==> config.mk <==
export PLATFORM = sky130hd
export DESIGN_NAME = calculator_top
export DESIGN_NICKNAME = d
export VERILOG_FILES = /design/src/calc_pkg.sv /design/src/add_sub_unit.sv /design/src/calc_control.sv /design/src/calculator_top.sv /design/src/operand_entry.sv /design/src/shift_add_multiplier.sv
export SDC_FILE = /design/constraint.sdc
export NUM_CORES = 1
export LEC_CHECK = 0
export ABC_AREA = 1
export BUFFER_PORTS_ARGS = -buffer_cell sky130_fd_sc_hd__buf_2
export CAP_MARGIN = 10
export CORE_ASPECT_RATIO = 0.9
export CORE_MARGIN = 5
export CORE_UTILIZATION = 23
export DETAILED_ROUTE_END_ITERATION = 10
export PLACE_DENSITY = 0.39
export REMOVE_ABC_BUFFERS = 1
export SETUP_SLACK_MARGIN = 0.02
export SKIP_CTS_REPAIR_TIMING = 1
export SYNTH_ARGS = -nofsm -noshare
export SYNTH_HDL_FRONTEND = slang
export SYNTH_SLANG_ARGS = --single-unit
==> constraint.sdc <==
create_clock -name clk -period 3 [get_ports clk]
set_input_delay 0.3 -clock clk [delete_from_list [all_inputs] [get_ports clk]]
set_output_delay 0.3 -clock clk [all_outputs]
set_load 0.005 [all_outputs]
==> src/calc_pkg.sv <==
package calc_pkg;

    // Keypad code, one per cycle
    typedef logic [3:0] key_t;

    localparam key_t KEY_NONE = 4'd0;   // No key pressed
    localparam key_t KEY_ZERO = 4'd10;  // Digit zero

    // One-hot operator level
    typedef logic [2:0] op_sel_t;

    localparam op_sel_t OP_ADD = 3'b001;
    localparam op_sel_t OP_SUB = 3'b010;
    localparam op_sel_t OP_MUL = 3'b100;

    typedef enum logic [2:0] {
        ENTER_FIRST  = 3'd0,    // Collecting operand A
        ENTER_SECOND = 3'd1,    // Collecting operand B
        LAUNCH       = 3'd2,    // Start pulse to chosen unit
        WAIT_UNIT    = 3'd3,    // Waiting for done
        SHOW         = 3'd4     // Complete cycle
    } calc_state_t;

    // Control bundle to the digit accumulator
    typedef struct packed {
        logic accept;   // Take digit this cycle
        logic second;   // 1 selects operand B
        logic clear;    // Zero both operands
    } entry_ctrl_t;

    // Codes 1 to 10 carry a digit
    function automatic logic is_digit(input key_t key);
        return (key != KEY_NONE) && (key <= KEY_ZERO);
    endfunction

    function automatic logic [3:0] digit_value(input key_t key);
        return (key == KEY_ZERO) ? 4'd0 : key;
    endfunction

    function automatic logic is_op(input op_sel_t op);
        return (op == OP_ADD) || (op == OP_SUB) || (op == OP_MUL);
    endfunction

endpackage

==> src/add_sub_unit.sv <==
module add_sub_unit #(
    parameter int WIDTH = 16
) (
    input  logic             clk,
    input  logic             nRST,
    input  logic             start,
    input  logic             sub,
    input  logic [WIDTH-1:0] a,
    input  logic [WIDTH-1:0] b,
    output logic [WIDTH-1:0] result,
    output logic             done
);

    logic [WIDTH-1:0] sum_q;
    logic             pending;  // Result registered, done follows

    // Flag pipeline, done one cycle after start is sampled
    always_ff @(posedge clk or negedge nRST) begin
        if (!nRST) begin
            pending <= 1'b0;
            done    <= 1'b0;
        end else begin
            pending <= start;
            done    <= pending;
        end
    end

    // Modulo 2**WIDTH, borrow is dropped
    always_ff @(posedge clk) begin
        if (start) begin
            sum_q <= sub ? (a - b) : (a + b);
        end
    end

    assign result = sum_q;

endmodule

==> src/calc_control.sv <==
module calc_control
    import calc_pkg::*;
#(
    parameter int WIDTH = 16
) (
    input  logic             clk,
    input  logic             nRST,
    input  key_t             key,
    input  op_sel_t          op_sel,
    input  logic             equal,
    input  logic             add_done,
    input  logic [WIDTH-1:0] add_result,
    input  logic             mul_done,
    input  logic [WIDTH-1:0] mul_result,
    output entry_ctrl_t      entry,
    output logic             add_start,
    output logic             sub,
    output logic             mul_start,
    output logic [WIDTH-1:0] result,
    output logic             complete
);

    calc_state_t      state;
    calc_state_t      next_state;
    op_sel_t          op_q;         // Operator latched in ENTER_FIRST
    logic             in_entry;
    logic [WIDTH-1:0] display_q;

    always_ff @(posedge clk or negedge nRST) begin
        if (!nRST) begin
            state <= ENTER_FIRST;
        end else begin
            state <= next_state;
        end
    end

    always_comb begin
        next_state = state;
        case (state)
            ENTER_FIRST: begin
                if (is_op(op_sel)) begin
                    next_state = ENTER_SECOND;
                end
            end
            ENTER_SECOND: begin
                if (equal) begin
                    next_state = LAUNCH;
                end
            end
            LAUNCH: begin
                next_state = WAIT_UNIT;
            end
            WAIT_UNIT: begin
                if (add_done || mul_done) begin
                    next_state = SHOW;
                end
            end
            SHOW: begin
                next_state = ENTER_FIRST;
            end
            default: begin
                next_state = ENTER_FIRST;
            end
        endcase
    end

    always_ff @(posedge clk or negedge nRST) begin
        if (!nRST) begin
            op_q <= OP_ADD;
        end else if (state == ENTER_FIRST && is_op(op_sel)) begin
            op_q <= op_sel;
        end
    end

    // Accumulator control straight from the state
    assign in_entry     = (state == ENTER_FIRST) || (state == ENTER_SECOND);
    assign entry.accept = in_entry && is_digit(key);
    assign entry.second = (state == ENTER_SECOND);
    assign entry.clear  = (state == SHOW);     // Operands cleared on leaving SHOW

    // Single LAUNCH cycle gives a one-cycle start
    assign add_start = (state == LAUNCH) && (op_q == OP_ADD || op_q == OP_SUB);
    assign mul_start = (state == LAUNCH) && (op_q == OP_MUL);
    assign sub       = (op_q == OP_SUB);

    // Display register, held until the next result
    always_ff @(posedge clk or negedge nRST) begin
        if (!nRST) begin
            display_q <= '0;
        end else if (state == WAIT_UNIT) begin
            if (add_done) begin
                display_q <= add_result;
            end else if (mul_done) begin
                display_q <= mul_result;
            end
        end
    end

    assign result   = display_q;
    assign complete = (state == SHOW);

endmodule

==> src/calculator_top.sv <==
module calculator_top
    import calc_pkg::*;
#(
    parameter int WIDTH = 16
) (
    input  logic             clk,
    input  logic             nRST,
    input  key_t             key,
    input  op_sel_t          op_sel,
    input  logic             equal,
    output logic [WIDTH-1:0] result,
    output logic             complete
);

    entry_ctrl_t      entry;
    logic [WIDTH-1:0] operand_a;
    logic [WIDTH-1:0] operand_b;
    logic             add_start;
    logic             sub;
    logic             add_done;
    logic [WIDTH-1:0] add_result;
    logic             mul_start;
    logic             mul_done;
    logic [WIDTH-1:0] mul_result;

    calc_control #(.WIDTH(WIDTH)) u_control (
        .clk        (clk),
        .nRST       (nRST),
        .key        (key),
        .op_sel     (op_sel),
        .equal      (equal),
        .add_done   (add_done),
        .add_result (add_result),
        .mul_done   (mul_done),
        .mul_result (mul_result),
        .entry      (entry),
        .add_start  (add_start),
        .sub        (sub),
        .mul_start  (mul_start),
        .result     (result),
        .complete   (complete)
    );

    operand_entry #(.WIDTH(WIDTH)) u_entry (
        .clk       (clk),
        .nRST      (nRST),
        .entry     (entry),
        .key       (key),
        .operand_a (operand_a),
        .operand_b (operand_b)
    );

    // Both units see the same operand pair
    add_sub_unit #(.WIDTH(WIDTH)) u_add_sub (
        .clk    (clk),
        .nRST   (nRST),
        .start  (add_start),
        .sub    (sub),
        .a      (operand_a),
        .b      (operand_b),
        .result (add_result),
        .done   (add_done)
    );

    shift_add_multiplier #(.WIDTH(WIDTH)) u_mul (
        .clk    (clk),
        .nRST   (nRST),
        .start  (mul_start),
        .a      (operand_a),
        .b      (operand_b),
        .result (mul_result),
        .done   (mul_done)
    );

endmodule

==> src/operand_entry.sv <==
module operand_entry
    import calc_pkg::*;
#(
    parameter int WIDTH = 16
) (
    input  logic             clk,
    input  logic             nRST,
    input  entry_ctrl_t      entry,
    input  key_t             key,
    output logic [WIDTH-1:0] operand_a,
    output logic [WIDTH-1:0] operand_b
);

    logic [WIDTH-1:0] reg_a;
    logic [WIDTH-1:0] reg_b;
    logic [WIDTH-1:0] selected;     // Operand being extended
    logic [WIDTH-1:0] digit;        // Key value at full width
    logic [WIDTH-1:0] next_value;   // selected*10 + digit

    assign selected = entry.second ? reg_b : reg_a;
    assign digit    = WIDTH'(digit_value(key));

    // Times ten as x*8 + x*2, wraps at WIDTH bits
    assign next_value = (selected << 3) + (selected << 1) + digit;

    always_ff @(posedge clk or negedge nRST) begin
        if (!nRST) begin
            reg_a <= '0;
            reg_b <= '0;
        end else if (entry.clear) begin
            reg_a <= '0;
            reg_b <= '0;
        end else if (entry.accept) begin
            if (entry.second) begin
                reg_b <= next_value;
            end else begin
                reg_a <= next_value;
            end
        end
    end

    assign operand_a = reg_a;
    assign operand_b = reg_b;

endmodule

==> src/shift_add_multiplier.sv <==
module shift_add_multiplier #(
    parameter int WIDTH = 16
) (
    input  logic             clk,
    input  logic             nRST,
    input  logic             start,
    input  logic [WIDTH-1:0] a,
    input  logic [WIDTH-1:0] b,
    output logic [WIDTH-1:0] result,
    output logic             done
);

    localparam int CNT_W = $clog2(WIDTH + 1);

    logic [CNT_W-1:0] count;    // Iterations left
    logic             busy;
    logic [WIDTH-1:0] mcand;    // Shifted left each cycle
    logic [WIDTH-1:0] mplier;   // Shifted right each cycle
    logic [WIDTH-1:0] acc;      // Low half of the product
    logic [WIDTH-1:0] addend;

    assign addend = mplier[0] ? mcand : '0;

    always_ff @(posedge clk or negedge nRST) begin
        if (!nRST) begin
            busy  <= 1'b0;
            count <= '0;
            done  <= 1'b0;
        end else begin
            done <= 1'b0;
            if (start) begin
                busy  <= 1'b1;
                count <= CNT_W'(WIDTH);
            end else if (busy) begin
                count <= count - 1'b1;
                // Last iteration lands together with done
                if (count == CNT_W'(1)) begin
                    busy <= 1'b0;
                    done <= 1'b1;
                end
            end
        end
    end

    // One multiplier bit per cycle
    always_ff @(posedge clk) begin
        if (start) begin
            mcand  <= a;
            mplier <= b;
            acc    <= '0;
        end else if (busy) begin
            acc    <= acc + addend;
            mcand  <= mcand << 1;
            mplier <= mplier >> 1;
        end
    end

    // Accumulator holds still once busy drops
    assign result = acc;

endmodule

==> impl_results.md, run 1 <==
- CTS H-Tree Depth: 4
- Drt drc: 0
- Total CTS buffers: 17
- Routed WL: about 22 mm
- Period utilisation layout: 0.924
- IO Count: 27
- Worst R2R End: u_add_sub.result[12]
- Crit path from: u_control.op_q[0]
- Worst path required time: between 3 and 4 ns
- Largest net degree at the start of global routing: between 60 and 70
- Lkg Pwr: around 4.7 nW
- Min-delay worst type: in -> async
- NumNets Final: 1196
- Die Span X: 209 µm
- Largest stage delay, worst path: roughly 0.55 ns
- Worst VDD drop: a little under 400 µV
- Worst R2R Path Depth: 14
- Setup Skew: approximately 0.013 ns
- Die H: 189 µm
- Buf/Inv on CP: 2
- Post-synth design cell area: between 8000 and 9000 µm²
- Final min period: between 2 and 3 ns
- Worst hold slack: -0.0134 ns
- GPL Wtd Cong: 0.841
- Endpoints failing setup: 0
- 1st-iter DRT viols: a little over 300
- Via-per-instance ratio: around 4.2
- DR WL/cell: 13.9 µm
- Critical path's top delay family: simple AND/OR/NAND/NOR gates
- Crit path capture: u_add_sub.result[12]
- Core area: roughly 35000 µm²
- Register area share after synthesis: 0.408
- Total track usage: 0.117
- First-pass GRT wire length: between 30 and 40 mm
- Reg-to-reg slack, setup: between 0.2 and 0.25 ns
- WL met2: between 9 and 10 mm
- Vias in the first global route: just under 7000
- Slew @ Worst Pin: between 0.8 and 0.9 ns
- Clk_lat worst skew: roughly 0.43 ns
- Starting Density: 0.233
- Row cnt: 65
- Routed vias: 6727
- DR pass1 iterations: 5
- Worst Path Max Fanout: 5
- Crit Path Category: reg -> reg
- Crit path launch type: flip-flop
- Initial antenna violation count: 0
- Violated checks: negative hold slack
- Slowest CP cell: dfstp_2
- Post-route ant nets: 0
- GR Overflow Total: 0
- Clock tree sinks: between 100 and 150
- CTS max path bufs: 2
- Top Layer Used: met4
- Data arrival time of the worst path: just under 3 ns
- Commonest non-fill, non-tap cells in the layout: nand2_1 (292), inv_1 (125), nor2_1 (106), o21ai_0 (77), dfrtp_1 (62)
- CTS tree: yes
- WL met1: between 10 and 15 mm
- P per Cell Area: roughly 420 nW/µm²
- Synth unique cells: 42
- Share of cells above drive strength 1: 0.117
- Number of port buffers: 26
- Post-Route Utilization: 0.276
- Syn. warnings: 0
- Max frequency: approximately 0.36 GHz
- Cell count after synthesis: roughly 1100
- Crit. End Element: flip-flop
- Dpl hpwl: around 17 mm
- Most used cell, CP: nand2_1
- Root buf cell: clkbuf_16
- Max Slew Vio Count: 0
- Total power: 4.11 mW
- Synth-to-layout area growth: 18.6%
- Most common cell after layout, fill and taps aside: nand2_1
- Crit-path cells: nor3_1, buf_4, or2_2, xor2_1, inv_1, ha_1, a21oi_1, nand2_1, a21boi_0, o21ai_0, nand2_1, nand2_1, nand2_1, nand2_1
- Die ar.: between 30000 and 40000 µm²
- Inserted Diodes: 0
- Outcome: finished with violations
- Instance count on the critical path: 14
- Syn Area/Cell: approximately 7.7 µm²
- Max Cap Viol: 0
- Clock Pin Slew Worst Setup and Hold Paths: roughly 0.060 ns
- Met3 wire len: between 400 and 500 µm
- Launch point of the worst reg-to-reg path: u_control.op_q[0]
- Synth Register Bits: around 130
- Relative slew slack: 0.401
- Final hold vios: 3
- RSZ-0062 raised after global routing: true
==> cell type report <==
type,instances,area [µm²]
Fill cell,3923,25400
Clock buffer,18,429
Sequential cell,127,3340
Timing Repair Buffer,67,453
Inverter,130,493
Clock inverter,14,158
Multi-Input combinational cell,780,4250
Tap cell,469,587
==> metrics by stage <==
step           instances  instance area (µm²)  worst slack (ns)  TNS (ns)
2_1_floorplan       1037                 8010            -0.653    -24.29
3_3_place_gp        1571                 9040            0.0548         0
3_5_place_dp        1571                 9040           -0.0287   -0.0531
4_1_cts             1603                 9630           -0.0564    -0.108
5_1_grt             1605                 9710            0.0155         0
6_report            1605                 9710             0.227         0
==> state kept, by name, indices dropped and copies added (netlist names) <==
name and flops:
u_control.op_q 3, u_entry.operand_a 16, u_mul.result 16, u_mul.busy 1, u_mul.mplier 16, u_entry.operand_b 16
u_control.state 3, u_control.result 16, u_mul.count 5, u_add_sub.result 16, u_add_sub.done 1, u_add_sub.pending 1
u_mul.done 1, u_mul.mcand 16
==> cell usage after synthesis, drive strengths merged <==
cell | count | area share
nand2 | 296 | 0.14
a21boi | 4 | 0.0041
o31ai | 3 | 0.0027
a21o | 6 | 0.0055
nand3b | 4 | 0.0037
nor3 | 8 | 0.0049
buf | 19 | 0.016
clkinv | 1 | 0.00046
a21oi | 49 | 0.030
edfxtp | 48 | 0.18
clkbuf | 12 | 0.0055
dfstp | 1 | 0.0032
nor4 | 2 | 0.0034
or2 | 4 | 0.0031
o211ai | 2 | 0.0018
xor2 | 25 | 0.027
o21a | 3 | 0.0027
ha | 59 | 0.090
nor2 | 109 | 0.051
inv | 129 | 0.060
nand3 | 61 | 0.037
xnor2 | 5 | 0.0053
dfxtp | 16 | 0.039
dfrtp | 62 | 0.19
o21ai | 105 | 0.068
nand4 | 8 | 0.0061
a31oi | 19 | 0.015
o21bai | 4 | 0.0037
fa | 4 | 0.0098
==> per-layer routing <==
metal,vias to the layer above,GRT usage
li1,3614,-
met4,0,0.0286
met1,3039,0.172
met5,-,0
met2,60,0.179
met3,14,0.0207
==> worst min-delay path by stage <==
stage	start	to	slack (ns)	depth (start not counted)
finish	nRST	u_entry.operand_a[0]	-0.01	1
CTS	nRST	u_entry.operand_a[0]	0.03	1
detailed placement	u_add_sub.pending	u_add_sub.done	0.34	0
global placement	u_add_sub.pending	u_add_sub.done	0.33	0
floorplan	nRST	u_add_sub.done	0.004	0
global route	nRST	u_entry.operand_a[0]	0.08	1
==> kinds of logic after synthesis <==
logic type	count (synthesis)	synth area share
AO/OA/AOI/OAI	195	0.133
XOR/XNOR	30	0.0321
adder cells (fa/ha/maj)	63	0.0999
buffers and inverters	161	0.0820
flip-flops	127	0.408
AND/OR/NAND/NOR	492	0.245
==> report_power, final <==
part / internal, mW / total [mW] / leakage, nW / switching, mW
Combinational: 0.0770 / 0.212 / 3.14 / 0.135
Clock: 1.24 / 2.09 / 0.278 / 0.852
Sequential: 1.80 / 1.81 / 1.26 / 0.00697
(Power assumes the default switching activity.)
==> run 2, diff against run 1 <==
--- a/config.mk
+++ b/config.mk
@@ -8,11 +8,14 @@
 export ABC_AREA = 1
 export BUFFER_PORTS_ARGS = -buffer_cell sky130_fd_sc_hd__buf_2
 export CAP_MARGIN = 10
+export CELL_PAD_IN_SITES_DETAIL_PLACEMENT = 1
+export CELL_PAD_IN_SITES_GLOBAL_PLACEMENT = 1
 export CORE_ASPECT_RATIO = 0.9
 export CORE_MARGIN = 5
 export CORE_UTILIZATION = 23
+export CTS_CLUSTER_SIZE = 24
 export DETAILED_ROUTE_END_ITERATION = 10
-export PLACE_DENSITY = 0.39
+export PLACE_DENSITY = 0.48
 export REMOVE_ABC_BUFFERS = 1
 export SETUP_SLACK_MARGIN = 0.02
 export SKIP_CTS_REPAIR_TIMING = 1
==> run 2 against run 1 <==
Compared with the run above:
- via count grew 4.4%
- critical path depth is the same
- clock skew grew 0.0031 ns
- global-route usage grew 1.1 points
- core utilization grew 0.47 points
- largest cell class unchanged
- non-clock buffer count grew 12
- total power grew 2.0%
- critical path type unchanged
- the run now ends clean
- design area grew 1.7%
- worst hold slack gained 0.015 ns
- maximum frequency is essentially flat
- wire length grew 10%
==> impl_results.md, run 2 (synthesized netlist as in run 1, its figures left out) <==
- Outcome: completed (was finished with violations)
- Synth-to-layout area growth: 20.6% (was 18.6%)
- Routed WL: 24.6 mm (was 22.3 mm)
- Filler cells: 4263 (was 3923)
- NumNets Final: 1208 (was 1196)
- 1st-iter DRT viols: 326 (was 305)
- Worst VDD drop: 207 µV (was 384 µV)
- Die ar.: 39500 µm² (unchanged)
- Share of cells above drive strength 1: 0.136 (was 0.117)
- Placed inst area: 9140 µm² (was 9040 µm²)
- Largest net degree at the start of global routing: 64 (unchanged)
- Final hold vios: 0 (was 3)
- Post-Route Utilization: 0.281 (was 0.276)
- Clock tree sinks: 127 (unchanged)
- Clk_lat worst skew: 0.44 ns (was 0.43 ns)
- Crit path launch type: flip-flop (unchanged)
- Inserted Diodes: 0 (unchanged)
- Dpl hpwl: 19.2 mm (was 17.4 mm)
- Clock Pin Slew Worst Setup and Hold Paths: 0.07 ns (was 0.06 ns)
- Period utilisation layout: 0.924 (about the same)
- DR pass1 iterations: 4 (was 5)
- Relative slew slack: 0.373 (was 0.401)
- Buf/Inv on CP: 2 (unchanged)
- RSZ-0062 raised after global routing: false (was true)
- Crit Path Category: reg -> reg (unchanged)
- CTS H-Tree Depth: 4 (unchanged)
- Crit. End Element: flip-flop (unchanged)
- Post-route ant nets: 0 (unchanged)
- Worst hold slack: 0.00198 ns (was -0.0134 ns)
- Commonest non-fill, non-tap cells in the layout: nand2_1 (290), inv_1 (125), nor2_1 (101), o21ai_0 (77), dfrtp_1 (62) (was nand2_1 (292), inv_1 (125), nor2_1 (106), o21ai_0 (77), dfrtp_1 (62))
- Most common cell after layout, fill and taps aside: nand2_1 (unchanged)
- Min-delay worst type: in -> async (unchanged)
- Lkg Pwr: 4.75 nW (was 4.68 nW)
- Core area: 35100 µm² (unchanged)
- First-pass GRT wire length: 40.5 mm (was 37.2 mm)
- Vias in the first global route: 7507 (was 6842)
- Total track usage: 0.128 (was 0.117)
- CTS max path bufs: 2 (unchanged)
- DR WL/cell: 15.2 µm (was 13.9 µm)
- IO Count: 27 (unchanged)
- Max Slew Vio Count: 0 (unchanged)
- Number of port buffers: 26 (unchanged)
- Max frequency: 0.361 GHz (about the same)
- Most used cell, CP: nand2_1 (unchanged)
- Endpoints failing setup: 0 (unchanged)
- P per Cell Area: 424 nW/µm² (was 423 nW/µm²)
- Max Cap Viol: 0 (unchanged)
- Setup Skew: 0.0158 ns (was 0.0127 ns)
- Final Cell Area: 9880 µm² (was 9710 µm²)
- Slowest CP cell: dfstp_2 (unchanged)
- Largest stage delay, worst path: 0.53 ns (was 0.55 ns)
- Drt drc: 0 (unchanged)
- Slew @ Worst Pin: 0.940 ns (was 0.898 ns)
- Critical path's top delay family: simple AND/OR/NAND/NOR gates (unchanged)
- Routed vias: 7022 (was 6727)
- GR Overflow Total: 0 (unchanged)
- Crit-path cells: nor3_1, buf_4, or2_2, xor2_1, inv_1, ha_1, a21oi_1, nand2_1, a21boi_1, o21ai_0, nand2_1, nand2_1, nand2_1, nand2_1 (was nor3_1, buf_4, or2_2, xor2_1, inv_1, ha_1, a21oi_1, nand2_1, a21boi_0, o21ai_0, nand2_1, nand2_1, nand2_1, nand2_1)
- Worst Path Max Fanout: 4 (was 5)
- Data arrival time of the worst path: 2.95 ns (was 2.96 ns)
- Via-per-instance ratio: 4.34 (was 4.19)
- Die H: 189 µm (unchanged)
- Worst path required time: 3.18 ns (about the same)
- Die Span X: 209 µm (unchanged)
- Total CTS buffers: 17 (unchanged)
- GPL Wtd Cong: 0.764 (was 0.841)
- Row cnt: 65 (unchanged)
- Starting Density: 0.233 (unchanged)
- Root buf cell: clkbuf_16 (unchanged)
- Setup tns final: 0 ns (unchanged)
- Final min period: 2.77 ns (about the same)
- CTS tree: yes (unchanged)
- Initial antenna violation count: 0 (unchanged)
- Total power: 4.19 mW (was 4.11 mW)
## run 2: changes by cell type in the layout (fill, tap and decap cells not counted), moves of 3 or more
cell     previous run  this run
inv_6               5         2
buf_4              41        53
nor2_1            106       101
nor2_2              2         7
nand3_2             1         4
nand3_1            60        57
## run 2: through the flow
step	instances	setup WS [ns]
floorplan	1037	-0.653
CTS	1617	-0.0430
detailed placement	1585	-0.0185
finish	1617	0.228
global route	1617	0.0112
global placement	1585	0.0130
## run 2: final timing paths
check / depth (start not counted) / end / slack (ns) / start
max: 14 / u_add_sub.result[12] / 0.23 / u_control.op_q[0]
min: 1 / u_entry.operand_a[0] / 0.002 / nRST
max reg2reg: 14 / u_add_sub.result[12] / 0.23 / u_control.op_q[0]
min reg2reg: 0 / u_add_sub.done / 0.35 / u_add_sub.pending
max in group asynchronous: 1 / u_control.result[13] / 2.37 / nRST
min in group clk: 3 / u_control.op_q[0] / 0.13 / op_sel[0]
## run 2: final cells by class
class	instances	area [µm²]	share of cell area
clock buffer	20	468	0.0474
clock inverter	12	134	0.0136
inverter	130	493	0.0499
multi-input combinational	780	4320	0.437
sequential	127	3340	0.338
tap	469	587	0.0594
timing repair buffer	79	543	0.0550
## run 2: layer usage
| layer | GRT usage | up-vias | wire length, µm | share of wire |
|---|---|---|---|---|
| li1 | - | 3640 | - | - |
| met1 | 0.176 | 3340 | 12800 | 0.52 |
| met2 | 0.213 | 31 | 11200 | 0.46 |
| met3 | 0.0219 | 11 | 367 | 0.015 |
| met4 | 0.0281 | 0 | 191 | 0.0078 |
| met5 | 0 | - | 0 | 0 |
## run 2: report_power, final
| group | switching (mW) | internal (mW) | total [mW] |
|---|---|---|---|
| logic | 0.143 | 0.0901 | 0.233 |
| clock network | 0.854 | 1.30 | 2.15 |
| registers | 0.00679 | 1.80 | 1.81 |
## run 2: worst reg2reg max path, stage by stage (launching register included)
cell and delay [ns]:
dfstp_2 0.53, nor3_1 0.05, buf_4 0.15, or2_2 0.30, xor2_1 0.13, inv_1 0.06, ha_1 0.32, a21oi_1 0.20
nand2_1 0.11, a21boi_1 0.20, o21ai_0 0.18, nand2_1 0.12, nand2_1 0.05, nand2_1 0.06, nand2_1 0.06
==> run 3, diff against run 2 <==
--- a/config.mk
+++ b/config.mk
@@ -5,9 +5,7 @@
 export SDC_FILE = /design/constraint.sdc
 export NUM_CORES = 1
 export LEC_CHECK = 0
-export ABC_AREA = 1
 export BUFFER_PORTS_ARGS = -buffer_cell sky130_fd_sc_hd__buf_2
-export CAP_MARGIN = 10
 export CELL_PAD_IN_SITES_DETAIL_PLACEMENT = 1
 export CELL_PAD_IN_SITES_GLOBAL_PLACEMENT = 1
 export CORE_ASPECT_RATIO = 0.9
@@ -15,7 +13,7 @@
 export CORE_UTILIZATION = 23
 export CTS_CLUSTER_SIZE = 24
 export DETAILED_ROUTE_END_ITERATION = 10
-export PLACE_DENSITY = 0.48
+export PLACE_DENSITY = 0.46
 export REMOVE_ABC_BUFFERS = 1
 export SETUP_SLACK_MARGIN = 0.02
 export SKIP_CTS_REPAIR_TIMING = 1
==> run 3 against run 2 <==
Compared with the run above:
- the flow now finishes with violations (negative setup slack)
- combinational power rose to 38 times the previous value
- sequential power up 70%
- first-iteration DRC count down 13%
- sequential share of layout area down 2.4 points
- total power rose to 3.4 times the previous value
- die area down 1.1%
- non-clock buffer count up 66
- clock skew down 0.0015 ns
- cell count down 7.9%
- largest power group is now combinational cells
==> impl_results.md, run 3 <==
- Outcome: finished with violations (was completed)
- Violated checks: negative setup slack
- Starting Density: 0.232 (was 0.233)
- Setup tns final: -0.196 ns (was 0 ns)
- Syn. warnings: 0 (unchanged)
- Fraction of registers with async set/reset: 0.496 (unchanged)
- Placed inst area: 9470 µm² (was 9140 µm²)
- Max Slew Vio Count: 0 (unchanged)
- 1st-iter DRT viols: 282 (was 326)
- Row cnt: 65 (unchanged)
- Total CTS buffers: 17 (unchanged)
- Total track usage: 0.126 (was 0.128)
- Worst path required time: 3.31 ns (was 3.18 ns)
- Crit path launch type: flip-flop (unchanged)
- Post-synth design cell area: 8100 µm² (was 8190 µm²)
- RSZ-0062 raised after global routing: true (was false)
- Data arrival time of the worst path: 3.34 ns (was 2.95 ns)
- Crit Path Category: reg -> reg (unchanged)
- Share of cells above drive strength 1: 0.261 (was 0.136)
- Via-per-instance ratio: 4.55 (was 4.34)
- Initial antenna violation count: 0 (unchanged)
- Lkg Pwr: 4.61 nW (was 4.75 nW)
- Vias in the first global route: 7066 (was 7507)
- CTS max path bufs: 2 (unchanged)
- Relative slew slack: 0.383 (was 0.373)
- Share of the synthesized area in the top cell type: 0.192 (was 0.189)
- Final hold vios: 0 (unchanged)
- DR pass1 iterations: 4 (unchanged)
- Number of synthesized flops with an enable pin: 48 (unchanged)
- First-pass GRT wire length: 39.7 mm (was 40.5 mm)
- Top cells by count, synth: nand2_1 (167), nor2_1 (73), a21oi_1 (72) (was nand2_1 (295), inv_1 (125), nor2_1 (108))
- Min-delay worst type: in -> async (unchanged)
- Commonest non-fill, non-tap cells in the layout: nand2_1 (165), buf_4 (116), nor2_1 (72), a21oi_1 (62), dfrtp_1 (62) (was nand2_1 (290), inv_1 (125), nor2_1 (101), o21ai_0 (77), dfrtp_1 (62))
- Final worst slack: -0.0325 ns (was 0.228 ns)
- Clock Pin Slew Worst Setup and Hold Paths: 0.06 ns (was 0.07 ns)
- IO Count: 27 (unchanged)
- Dpl hpwl: 18.3 mm (was 19.2 mm)
- P per Cell Area: 1330 nW/µm² (was 424 nW/µm²)
- Setup Skew: 0.0143 ns (was 0.0158 ns)
- Inserted Diodes: 0 (unchanged)
- Most common cell after layout, fill and taps aside: nand2_1 (unchanged)
- Top_reg_cell synth: dfrtp_1 (unchanged)
- Core area: 34900 µm² (was 35100 µm²)
- Final min period: 3.03 ns (was 2.77 ns)
- Crit. End Element: flip-flop (unchanged)
- Clk_lat worst skew: 0.44 ns (about the same)
- Post-route ant nets: 0 (unchanged)
- Die Span X: 208 µm (was 209 µm)
- Final Cell Area: 10600 µm² (was 9880 µm²)
- Die ar.: 39100 µm² (was 39500 µm²)
- Routed vias: 6782 (was 7022)
- Period utilisation layout: 1.01 (was 0.924)
- Largest area contributor in the synthesized netlist: dfrtp_1 (unchanged)
- DR WL/cell: 16.5 µm (was 15.2 µm)
- Max Cap Viol: 0 (unchanged)
- Clock tree sinks: 127 (unchanged)
- Root buf cell: clkbuf_16 (unchanged)
- NumNets Final: 1081 (was 1208)
- Synth-to-layout area growth: 31.4% (was 20.6%)
- Largest net degree at the start of global routing: 64 (unchanged)
- Die H: 188 µm (was 189 µm)
- Drt drc: 0 (unchanged)
- Slew @ Worst Pin: 0.926 ns (was 0.940 ns)
- Worst VDD drop: 492 µV (was 207 µV)
- Synth unique cells: 65 (was 42)
- Worst Path Max Fanout: 4 (unchanged)
- Total power: 14.1 mW (was 4.19 mW)
- Syn Area/Cell: 9.13 µm² (was 7.67 µm²)
- Cell with the most instances after synthesis: nand2_1 (unchanged)
- Filler cells: 3993 (was 4263)
- GR Overflow Total: 0 (unchanged)
- Number of port buffers: 26 (unchanged)
- Setup WS pre-CTS: -0.389 ns (was -0.0185 ns)
- Synth top area cells: dfrtp_1 (19%), edfxtp_1 (18%), ha_1 (9.1%), nand2_1 (7.7%), a21oi_1 (4.5%) (was dfrtp_1 (19%), edfxtp_1 (18%), nand2_1 (14%), ha_1 (9.0%), inv_1 (5.7%))
- Cell count after synthesis: 887 (was 1068)
- Worst hold slack: 0.00138 ns (was 0.00198 ns)
- Endpoints failing setup: 10 (was 0)
- Register area share after synthesis: 0.412 (was 0.408)
- CTS tree: yes (unchanged)
- Routed WL: 24.5 mm (was 24.6 mm)
- GPL Wtd Cong: 0.785 (was 0.764)
- Max frequency: 0.330 GHz (was 0.361 GHz)
- Synth Register Bits: 127 (unchanged)
- CTS H-Tree Depth: 4 (unchanged)
-- run 3: changes by cell type after synthesis, moves of 14 or more --
cell      previous run  this run
nor2_1             108        73
a211oi_1             0        14
xnor2_1              5        32
nand2_1            295       167
and2_1               0        18
nand3_1             61        18
mux2i_1              0        27
a21oi_1             49        72
clkbuf_1            12        26
o21ai_0             89        34
inv_1              125        16
-- run 3: layout make-up --
cell class | instances | area [µm²] | area share
Clock inverter | 14 | 180 | 0.0169
Sequential cell | 127 | 3340 | 0.314
Clock buffer | 18 | 429 | 0.0403
Inverter | 17 | 63.8 | 0.00600
Multi-Input combinational cell | 700 | 4980 | 0.468
Timing Repair Buffer | 145 | 1070 | 0.100
Tap cell | 469 | 587 | 0.0551
-- run 3: per-stage QoR --
step	instances	utilization
after detailed placement	1448	0.271
after CTS	1480	0.289
after global routing	1490	0.305
after global placement	1448	0.271
after floorplan	844	-
final	1490	0.305
-- run 3: cell families after synthesis --
logic type                 after synthesis  share of synthesized area
and+or+nand+nor                        353                      0.198
xor gates and xnor gates                47                     0.0518
muxes                                   40                     0.0515
AOI/OAI and AO/OA                      197                      0.152
adders and majority gates               63                      0.101
DFF                                    127                      0.412
buffers and inverters                   60                     0.0332
-- run 3: metal layers --
| layer | GRT usage | vias to the layer above | routed length, µm |
|---|---|---|---|
| li1 | - | 3396 | - |
| met1 | 0.178 | 3330 | 12600 |
| met2 | 0.200 | 38 | 11300 |
| met3 | 0.0214 | 18 | 370 |
| met4 | 0.0361 | 0 | 231 |
| met5 | 0 | - | 0 |
-- run 3: worst paths after layout --
check | startpoint | slack [ns] | endpoint | cells after the start
setup / recovery | u_control.state[2] | -0.03 | u_entry.operand_b[13] | 11
hold / removal | nRST | 0.001 | u_control.result[3] | 1
setup reg to reg | u_control.state[2] | -0.03 | u_entry.operand_b[13] | 11
hold reg to reg | u_add_sub.pending | 0.37 | u_add_sub.done | 0
max in group asynchronous | nRST | 2.39 | u_entry.operand_b[10] | 1
min in group clk | op_sel[2] | 0.11 | u_control.op_q[0] | 2
-- run 3: power by group --
group	total (mW)	switching, mW	internal [mW]	leakage (nW)
Sequential	3.07	0.472	2.60	1.36
Clock	2.20	0.874	1.32	0.294
Combinational	8.87	4.52	4.35	2.96
-- run 3: worst max-delay path: stages (launching register included) --
cell	delay (ns)
dfrtp_1	0.41
nor3b_4	0.21
buf_6	0.16
mux2_4	0.32
fa_2	0.60
ha_1	0.26
a211oi_2	0.30
o21ai_2	0.10
nand3_2	0.14
a21oi_1	0.11
xnor2_1	0.23
o21ai_1	0.08
